$ cat src/hdl/alu_pkg.sv
`default_nettype none

package alu_pkg;

    typedef logic [31:0] word_t;                // Operand or result word
    typedef logic [63:0] dword_t;               // HI in [63:32], LO in [31:0]

    typedef enum logic [7:0] {
        alu_nop   = 8'h00,
        alu_add   = 8'h01,
        alu_addu  = 8'h02,
        alu_sub   = 8'h03,
        alu_subu  = 8'h04,
        alu_and   = 8'h05,
        alu_or    = 8'h06,
        alu_xor   = 8'h07,
        alu_nor   = 8'h08,
        alu_slt   = 8'h09,
        alu_sltu  = 8'h0a,
        alu_sll   = 8'h0b,
        alu_srl   = 8'h0c,
        alu_sra   = 8'h0d,
        alu_lui   = 8'h0e,
        alu_mfhi  = 8'h0f,
        alu_mflo  = 8'h10,
        alu_mthi  = 8'h11,
        alu_mtlo  = 8'h12,
        alu_mult  = 8'h13,
        alu_multu = 8'h14,
        alu_div   = 8'h15,
        alu_divu  = 8'h16
    } alu_op_e;

    typedef enum logic [1:0] {
        unit_idle = 2'd0,
        unit_busy = 2'd1,
        unit_done = 2'd2
    } unit_state_e;

    localparam int mul_latency = 3;             // Start sampled to ready
    localparam int div_latency = 34;            // Load, 32 steps, sign fix

endpackage

`default_nettype wire
$ cat src/hdl/alu_top.sv
`default_nettype none
`timescale 1ns/10ps

module alu_top import alu_pkg::*; (
    input  logic    clk,
    input  logic    reset_i,

    input  logic    m_ena_i,
    input  logic    m_flush_i,

    input  logic    hilo_write1_i,
    input  logic    exp1_i,
    input  alu_op_e aluop1_i,
    input  word_t   a1_i,
    input  word_t   b1_i,
    output word_t   y1_o,
    output logic    overflow1_o,

    input  logic    hilo_write2_i,
    input  logic    exp2_i,
    input  alu_op_e aluop2_i,
    input  word_t   a2_i,
    input  word_t   b2_i,
    output word_t   y2_o,
    output logic    overflow2_o,

    output logic    alu_stall_o
);

    logic   mul_req1, mul_signed1, div_req1, div_signed1;
    logic   mul_req2, mul_signed2, div_req2, div_signed2;
    logic   mul_start, mul_sign, mul_ready;
    logic   div_start, div_sign, div_ready;
    word_t  mul_a, mul_b, div_a, div_b;
    dword_t mul_result, div_result;
    dword_t hilo_q, hilo_wdata, hilo_wdata1, hilo_wdata2;
    logic   hilo_wen;

    alu_lane u_lane_a (
        .clk          ( clk          ),
        .reset_i      ( reset_i      ),
        .aluop_i      ( aluop1_i     ),
        .a_i          ( a1_i         ),
        .b_i          ( b1_i         ),
        .hilo_i       ( hilo_q       ),
        .y_o          ( y1_o         ),
        .overflow_o   ( overflow1_o  ),
        .hilo_wdata_o ( hilo_wdata1  ),
        .mul_req_o    ( mul_req1     ),
        .mul_signed_o ( mul_signed1  ),
        .div_req_o    ( div_req1     ),
        .div_signed_o ( div_signed1  ),
        .mul_result_i ( mul_result   ),
        .div_result_i ( div_result   )
    );

    alu_lane u_lane_b (
        .clk          ( clk          ),
        .reset_i      ( reset_i      ),
        .aluop_i      ( aluop2_i     ),
        .a_i          ( a2_i         ),
        .b_i          ( b2_i         ),
        .hilo_i       ( hilo_q       ),
        .y_o          ( y2_o         ),
        .overflow_o   ( overflow2_o  ),
        .hilo_wdata_o ( hilo_wdata2  ),
        .mul_req_o    ( mul_req2     ),
        .mul_signed_o ( mul_signed2  ),
        .div_req_o    ( div_req2     ),
        .div_signed_o ( div_signed2  ),
        .mul_result_i ( mul_result   ),
        .div_result_i ( div_result   )
    );

    // Lane A has priority for the shared units
    assign mul_start = mul_req1 | mul_req2;
    assign mul_sign  = mul_req1 ? mul_signed1 : mul_signed2;
    assign mul_a     = mul_req1 ? a1_i : a2_i;
    assign mul_b     = mul_req1 ? b1_i : b2_i;

    assign div_start = div_req1 | div_req2;
    assign div_sign  = div_req1 ? div_signed1 : div_signed2;
    assign div_a     = div_req1 ? a1_i : a2_i;
    assign div_b     = div_req1 ? b1_i : b2_i;

    mul_unit u_mul (
        .clk      ( clk        ),
        .reset_i  ( reset_i    ),
        .start_i  ( mul_start  ),
        .signed_i ( mul_sign   ),
        .a_i      ( mul_a      ),
        .b_i      ( mul_b      ),
        .result_o ( mul_result ),
        .ready_o  ( mul_ready  )
    );

    div_unit u_div (
        .clk      ( clk        ),
        .reset_i  ( reset_i    ),
        .start_i  ( div_start  ),
        .signed_i ( div_sign   ),
        .a_i      ( div_a      ),
        .b_i      ( div_b      ),
        .result_o ( div_result ),
        .ready_o  ( div_ready  )
    );

    assign alu_stall_o = (mul_start & ~mul_ready) | (div_start & ~div_ready);

    // Older lane A exception also kills lane B
    assign hilo_wen = ((hilo_write2_i & ~exp1_i & ~exp2_i) | (hilo_write1_i & ~exp1_i))
                      & m_ena_i & ~m_flush_i;
    assign hilo_wdata = (hilo_write2_i & ~exp2_i) ? hilo_wdata2 : hilo_wdata1;

    always_ff @(posedge clk) begin
        if (reset_i)
            hilo_q <= '0;
        else if (hilo_wen)
            hilo_q <= hilo_wdata;
    end

    a_one_issue: assert property (@(posedge clk) disable iff (reset_i)
        !(mul_req1 && mul_req2) && !(div_req1 && div_req2))
        else $error("both lanes request the same unit");

endmodule

`default_nettype wire

$ cat src/hdl/div_unit.sv
`default_nettype none
`timescale 1ns/10ps

module div_unit import alu_pkg::*; (
    input  logic   clk,
    input  logic   reset_i,
    input  logic   start_i,
    input  logic   signed_i,
    input  word_t  a_i,
    input  word_t  b_i,
    output dword_t result_o,
    output logic   ready_o
);

    unit_state_e state_q;
    logic [5:0]  step_q;
    word_t       a_mag, b_mag;
    word_t       divisor_q;
    word_t       quo_q;
    word_t       rem_q;
    logic        neg_quo_q, neg_rem_q;
    logic [32:0] shifted, diff;
    logic        fits;
    logic        accept, last_step;
    dword_t      result_q;

    assign accept    = (state_q == unit_idle) && start_i;
    assign last_step = (step_q == 6'(div_latency - 2));

    assign a_mag = (signed_i && a_i[31]) ? -a_i : a_i;
    assign b_mag = (signed_i && b_i[31]) ? -b_i : b_i;

    assign shifted = {rem_q, quo_q[31]};
    assign diff    = shifted - {1'b0, divisor_q};
    assign fits    = ~diff[32];                 // No borrow means the divisor goes in

    always_ff @(posedge clk) begin
        if (reset_i) begin
            state_q <= unit_idle;
            step_q  <= '0;
        end else begin
            case (state_q)
                unit_idle: if (start_i) begin
                    state_q <= unit_busy;
                    step_q  <= '0;
                end
                unit_busy: begin
                    if (last_step)
                        state_q <= unit_done;
                    else
                        step_q <= step_q + 6'd1;
                end
                default: state_q <= unit_idle;
            endcase
        end
    end

    always_ff @(posedge clk) begin
        if (accept) begin
            rem_q     <= '0;
            quo_q     <= a_mag;
            divisor_q <= b_mag;
            neg_quo_q <= signed_i & (a_i[31] ^ b_i[31]);
            neg_rem_q <= signed_i & a_i[31];    // Remainder follows the dividend
        end else if (state_q == unit_busy && !last_step) begin
            rem_q <= fits ? diff[31:0] : shifted[31:0];
            quo_q <= {quo_q[30:0], fits};
        end
        if (state_q == unit_busy && last_step) begin
            result_q[63:32] <= neg_rem_q ? -rem_q : rem_q;
            result_q[31:0]  <= neg_quo_q ? -quo_q : quo_q;
        end
    end

    assign result_o = result_q;
    assign ready_o  = (state_q == unit_done);

    a_no_div_zero: assert property (@(posedge clk) disable iff (reset_i)
        accept |-> (b_i != '0))
        else $error("divide started with zero divisor");

endmodule

`default_nettype wire

$ cat src/hdl/mul_unit.sv
`default_nettype none
`timescale 1ns/10ps

module mul_unit import alu_pkg::*; (
    input  logic   clk,
    input  logic   reset_i,
    input  logic   start_i,
    input  logic   signed_i,
    input  word_t  a_i,
    input  word_t  b_i,
    output dword_t result_o,
    output logic   ready_o
);

    unit_state_e        state_q;
    logic [1:0]         step_q;
    logic signed [32:0] a_q, b_q;               // Sign-extended operands
    logic signed [16:0] b_lo, b_hi;
    logic signed [49:0] pp_lo_q, pp_hi_q;
    logic [65:0]        sum;
    dword_t             result_q;

    assign b_lo = {1'b0, b_q[15:0]};
    assign b_hi = b_q[32:16];
    assign sum  = {{16{pp_lo_q[49]}}, pp_lo_q} + {pp_hi_q, 16'b0};

    always_ff @(posedge clk) begin
        if (reset_i) begin
            state_q <= unit_idle;
            step_q  <= '0;
        end else begin
            case (state_q)
                unit_idle: if (start_i) begin
                    state_q <= unit_busy;
                    step_q  <= '0;
                end
                unit_busy: begin
                    step_q <= step_q + 2'd1;
                    if (step_q == 2'(mul_latency - 2))
                        state_q <= unit_done;
                end
                default: state_q <= unit_idle;
            endcase
        end
    end

    always_ff @(posedge clk) begin
        if (state_q == unit_idle && start_i) begin
            a_q <= {signed_i & a_i[31], a_i};
            b_q <= {signed_i & b_i[31], b_i};
        end
        pp_lo_q <= a_q * b_lo;                  // Halves of the 33x33 product
        pp_hi_q <= a_q * b_hi;
        if (state_q == unit_busy && step_q == 2'(mul_latency - 2))
            result_q <= sum[63:0];
    end

    assign result_o = result_q;
    assign ready_o  = (state_q == unit_done);

    a_ready_pulse: assert property (@(posedge clk) disable iff (reset_i)
        ready_o |=> !ready_o)
        else $error("mul ready held for more than one cycle");

endmodule

`default_nettype wire

$ cat src/hdl/alu_lane.sv
`default_nettype none
`timescale 1ns/10ps

module alu_lane import alu_pkg::*; (
    input  logic    clk,
    input  logic    reset_i,

    input  alu_op_e aluop_i,
    input  word_t   a_i,
    input  word_t   b_i,
    input  dword_t  hilo_i,

    output word_t   y_o,
    output logic    overflow_o,
    output dword_t  hilo_wdata_o,

    output logic    mul_req_o,
    output logic    mul_signed_o,
    output logic    div_req_o,
    output logic    div_signed_o,

    input  dword_t  mul_result_i,
    input  dword_t  div_result_i
);

    logic [32:0] sum33;
    logic [32:0] diff33;
    logic [4:0]  shamt;

    assign sum33  = {a_i[31], a_i} + {b_i[31], b_i};   // Sign-extended for overflow
    assign diff33 = {a_i[31], a_i} - {b_i[31], b_i};
    assign shamt  = b_i[4:0];

    always_comb begin
        y_o        = '0;
        overflow_o = 1'b0;
        case (aluop_i)
            alu_add: begin
                y_o        = sum33[31:0];
                overflow_o = sum33[32] ^ sum33[31];
            end
            alu_addu: y_o = sum33[31:0];
            alu_sub: begin
                y_o        = diff33[31:0];
                overflow_o = diff33[32] ^ diff33[31];
            end
            alu_subu: y_o = diff33[31:0];
            alu_and:  y_o = a_i & b_i;
            alu_or:   y_o = a_i | b_i;
            alu_xor:  y_o = a_i ^ b_i;
            alu_nor:  y_o = ~(a_i | b_i);
            alu_slt:  y_o = {31'b0, $signed(a_i) < $signed(b_i)};
            alu_sltu: y_o = {31'b0, a_i < b_i};
            alu_sll:  y_o = a_i << shamt;
            alu_srl:  y_o = a_i >> shamt;
            alu_sra:  y_o = word_t'($signed(a_i) >>> shamt);
            alu_lui:  y_o = {b_i[15:0], 16'b0};
            alu_mfhi: y_o = hilo_i[63:32];
            alu_mflo: y_o = hilo_i[31:0];
            default:  y_o = '0;                 // mult/div and mthi/mtlo give no word
        endcase
    end

    // Value this op wants in HI/LO; the top decides whether it lands
    always_comb begin
        case (aluop_i)
            alu_mthi:             hilo_wdata_o = {a_i, hilo_i[31:0]};
            alu_mtlo:             hilo_wdata_o = {hilo_i[63:32], a_i};
            alu_mult, alu_multu:  hilo_wdata_o = mul_result_i;
            alu_div, alu_divu:    hilo_wdata_o = div_result_i;
            default:              hilo_wdata_o = hilo_i;
        endcase
    end

    assign mul_req_o    = (aluop_i == alu_mult) || (aluop_i == alu_multu);
    assign mul_signed_o = (aluop_i == alu_mult);
    assign div_req_o    = (aluop_i == alu_div) || (aluop_i == alu_divu);
    assign div_signed_o = (aluop_i == alu_div);

    a_overflow_op: assert property (@(posedge clk) disable iff (reset_i)
        overflow_o |-> (aluop_i inside {alu_add, alu_sub}))
        else $error("overflow raised for op %h", aluop_i);

endmodule

`default_nettype wire

$ cat config.mk
export PLATFORM = sky130hd
export DESIGN_NAME = alu_top
export DESIGN_NICKNAME = d
export VERILOG_FILES = /design/src/hdl/alu_pkg.sv /design/src/hdl/alu_top.sv /design/src/hdl/div_unit.sv /design/src/hdl/mul_unit.sv /design/src/hdl/alu_lane.sv
export SDC_FILE = /design/constraint.sdc
export NUM_CORES = 2
export LEC_CHECK = 0
export BUFFER_PORTS_ARGS = -buffer_cell sky130_fd_sc_hd__buf_4
export CAP_MARGIN = 20
export CORE_MARGIN = 2
export CORE_UTILIZATION = 45
export DETAILED_ROUTE_END_ITERATION = 7
export PLACE_DENSITY = 0.57
export SLEW_MARGIN = 5
export SYNTH_ARGS = -nofsm -noshare
export SYNTH_HDL_FRONTEND = slang
export SYNTH_SLANG_ARGS = --single-unit
$ cat constraint.sdc
create_clock -name clk -period 7.79 [get_ports clk]
set_input_delay 0.3895 -clock clk [delete_from_list [all_inputs] [get_ports clk]]
set_output_delay 0.3895 -clock clk [all_outputs]
set_load 0.01 [all_outputs]
==> results.py <==
metrics = {
    "timing": {
        "worst_slew_pin_slew_ps": 1300,
        "grt_setup_unrepaired": "no",
        "period_minus_slack_ps": 7410,
        "post-route-period-util_pct": 95.2,
        "hold_viol_final": 0,
        "fin_setup_tns_ps": 0,
        "max_freq_ghz": 0.135,
        "finalMaxSlewViolations": 0,
        "slew_headroom_pct": 12.4,
        "skew_ps": 45.4,
        "setup_viol": 0,
    },
    "floorplanning": {
        "io_pins": 219,
        "die_h_um": 424,
        "dieArea_mm2": 0.180,
        "rows": 154,
        "core_mm2": 0.176,
        "start_util_pct": 45.2,
        "fp.dieW_um": 424,
    },
    "hold_path": {
        "hold_depth": 2,
        "hp-class": "in -> reg",
        "hold_path_end": "hilo_q[15]",
        "worstHoldStart": "reset_i",
    },
    "power_and_ir_drop": {
        "power_switching_mw": 9.70,
        "p_sw_share_pct": 48.3,
        "leakagePower_nw": 38.7,
        "p_per_area_mw_per_mm2": 235,
        "ir_drop_mv": 0.244,
        "power_frac_seq_pct": 18.2,
        "p_int_mw": 10.4,
        "finalPower_mw": 20.1,
        "clkPwrFrac_pct": 13.3,
        "combPwrFrac_pct": 68.6,
    },
    "yosys": {
        "synth.area.top_cells": "fa_1 (26%), edfxtp_1 (9.8%), ha_1 (8.1%)",
        "ys_types": 106,
        "netlist.top_cell.by_area": "fa_1",
        "synthesis.area_mm2": 0.0793,
        "yosys_warnings": 0,
        "synth-seq-area-share_pct": 15.0,
        "yosysTopAreaCellShare_pct": 26.0,
        "synth_edf_count": 260,
        "synth_most_common_cell": "inv_1",
        "synth_common_cells": "inv_1 (1400), nand2_1 (1170), fa_1 (1031)",
        "synth-seq-cells": 466,
        "syn_inst": 9461,
        "synth_nets": 11200,
        "ys.flop_type": "edfxtp_1",
        "synthArstFlopShare_pct": 0,
        "avgSynthCellArea_um2": 8.38,
    },
    "setup_path": {
        "setup.worst_path.start_class": "flop",
        "r2r_slack_ps": 380,
        "path_class": "reg -> reg",
        "critPathTopFamily": "adder cells",
        "worstRegToRegCells": 23,
        "slowest_stage": "edfxtp_1",
        "worst_r2r_endpoint": "u_mul.pp_hi_q[47]",
        "critPathArrivalTime_ps": 7940,
        "cp_common_cell": "fa_1",
        "cp.required_ps": 8310,
        "cp_max_fo": 15,
        "r2r-start": "u_mul.a_q[9]",
        "cpPeakStageDelay_ps": 730,
        "crit_buf_inv": 4,
        "worstPathCellList": "buf_4, buf_4, and2_1, fa_1, inv_1, fa_1, fa_1, inv_1, fa_1, fa_1, fa_1, ha_1, and4_1, and2_1, o2111ai_1, a31oi_1, o211ai_1, o21bai_1, a21oi_1, o31ai_1, a21o_1, a21oi_1, xnor2_1",
        "worstSetupEndpointType": "flop",
    },
    "global_route": {
        "grt_pass1_wl_um": 506000,
        "grt_overflow": 0,
        "antenna_found_initial": 33,
        "grt_usage_pct": 38.5,
        "grt_max_degree": 168,
        "grt_pass1_vias": 71600,
    },
    "place": {
        "place_hpwl_um": 277000,
        "numPortBuffers": 218,
        "gp_congestion": 1.13,
    },
    "clock_network": {
        "clock-root-buffer": "clkbuf_16",
        "post_cts_buffers": 0,
        "clock-sinks": 466,
        "cts_buffers": 54,
        "cts_tree": "done",
        "clkLatencyLatePin_ps": 680,
        "clockBufferDepth": 3,
        "h-tree-depth": 2,
        "path_clk_slew_ps": 70,
    },
    "detailed_routing": {
        "num_vias": 72700,
        "drtIter0Drc": 9651,
        "ant_nets": 0,
        "firstDrtPassIters": 8,
        "drc_errors": 19,
        "wl_per_cell_um": 29.8,
        "vias_per_cell": 6.19,
        "drt_wl_total_um": 350000,
    },
    "status": {
        "violations": "design-rule violations",
        "status": "finished with violations",
    },
    "layout": {
        "layout-drive-gt1-share_pct": 7.50,
        "fin_util_pct": 48.6,
        "fin_nets": 11000,
        "area_delta_synth_final_pct": 7.61,
    },
    "run": {
        "cap_violations": 0,
    },
}
==> power groups by stage <==
stage,Combinational [mW],Sequential [mW],Clock (mW)
after floorplan,9.84,3.49,0
after global placement,13.4,3.69,0
after detailed placement,13.5,3.70,0
after CTS,13.6,3.64,2.70
after global routing,15.3,3.68,2.79
final,13.8,3.65,2.66
==> final cells by class <==
class	instances	area (um2)
diodes	21	52.6
clock buffers	73	1550
clock inverters	29	278
fillers	17100	90200
inverters	1405	5270
multi-input cells	6973	59800
flip-flops and latches	466	11900
well taps	2340	2930
repair buffers	432	3470
==> metal layers <==
metal / wire [um] / vias up / track usage [%]
li1: - / 31400 / -
met1: 137000 / 36100 / 49.7
met3: 34600 / 935 / 8.16
met4: 26700 / 14 / 24.2
met5: 82 / - / 0
met2: 152000 / 4290 / 58.9
==> placed cells by master, fill, tap and decap left out, drive strengths merged, types with 105 or more instances in the layout <==
cell	instances
a211oi	121
a21o	120
a21oi	497
a221oi	105
and2	446
buf	429
dfxtp	206
edfxtp	260
fa	1031
ha	513
inv	1412
mux2i	153
nand2	1170
nand3	136
nor2	588
nor3	113
o21ai	519
xnor2	229
==> metrics by stage <==
stage / hold WS [ps] / worst slack [ps] / area (um2) / cells
finish: 69.1 / 378 / 85300 / 11700
global route: 62.2 / 63.9 / 85300 / 11700
floorplan: 386 / 807 / 79300 / 9461
global placement: 386 / 516 / 83400 / 11600
CTS: 36.9 / 321 / 85200 / 11700
detailed placement: 389 / 404 / 83400 / 11600
==> worst reg2reg max path, stage by stage, from the launching register on <==
cell       delay [ps]
edfxtp_1          730
buf_4             280
buf_4             230
and2_1            180
fa_1              410
inv_1              80
fa_1              430
fa_1              530
inv_1              60
fa_1              550
fa_1              430
fa_1              450
ha_1              390
and4_1            260
and2_1            140
o2111ai_1         230
a31oi_1           380
o211ai_1          170
o21bai_1          410
a21oi_1           170
o31ai_1           420
a21o_1            170
a21oi_1            70
xnor2_1           120
==> kinds of logic after synthesis <==
kind of cell | share of synthesized area [%]
buffers and inverters | 9.67
DFF | 15.0
AOI/OAI and AO/OA | 17.9
adders and majority gates | 34.1
and+or+nand+nor | 16.2
muxes | 3.64
xor gates and xnor gates | 3.38
==> sequential cells by signal, indices dropped and copies added, names as in the netlist <==
name             flops
u_div.neg_quo_q      1
u_mul.pp_hi_q       48
u_mul.a_q           33
u_div.result_o      64
u_div.state_q        2
u_div.divisor_q     32
u_mul.state_q        2
u_div.rem_q         32
hilo_q              64
u_mul.result_o      64
u_mul.step_q         2
u_div.step_q         6
u_mul.pp_lo_q       50
u_mul.b_q           33
u_div.neg_rem_q      1
u_div.quo_q         32
==> worst max-delay path by stage <==
stage | depth (start not counted) | end | from
after floorplan | 8 | u_mul.a_q[0] | aluop1_i[1]
after global placement | 26 | u_mul.pp_lo_q[40] | u_mul.b_q[5]
after detailed placement | 26 | u_mul.pp_lo_q[44] | u_mul.b_q[5]
after CTS | 26 | u_mul.pp_lo_q[44] | u_mul.b_q[5]
after global routing | 26 | u_mul.pp_lo_q[44] | u_mul.b_q[5]
final | 23 | u_mul.pp_hi_q[47] | u_mul.a_q[9]
==> what timing repair did <==
action,in CTS,in global routing
endpoints found under the hold margin,0,0
setup endpoints to repair,0,4
hold buffers,0,0
gates resized for setup,0,1
Power figures use the tool's default switching activity.
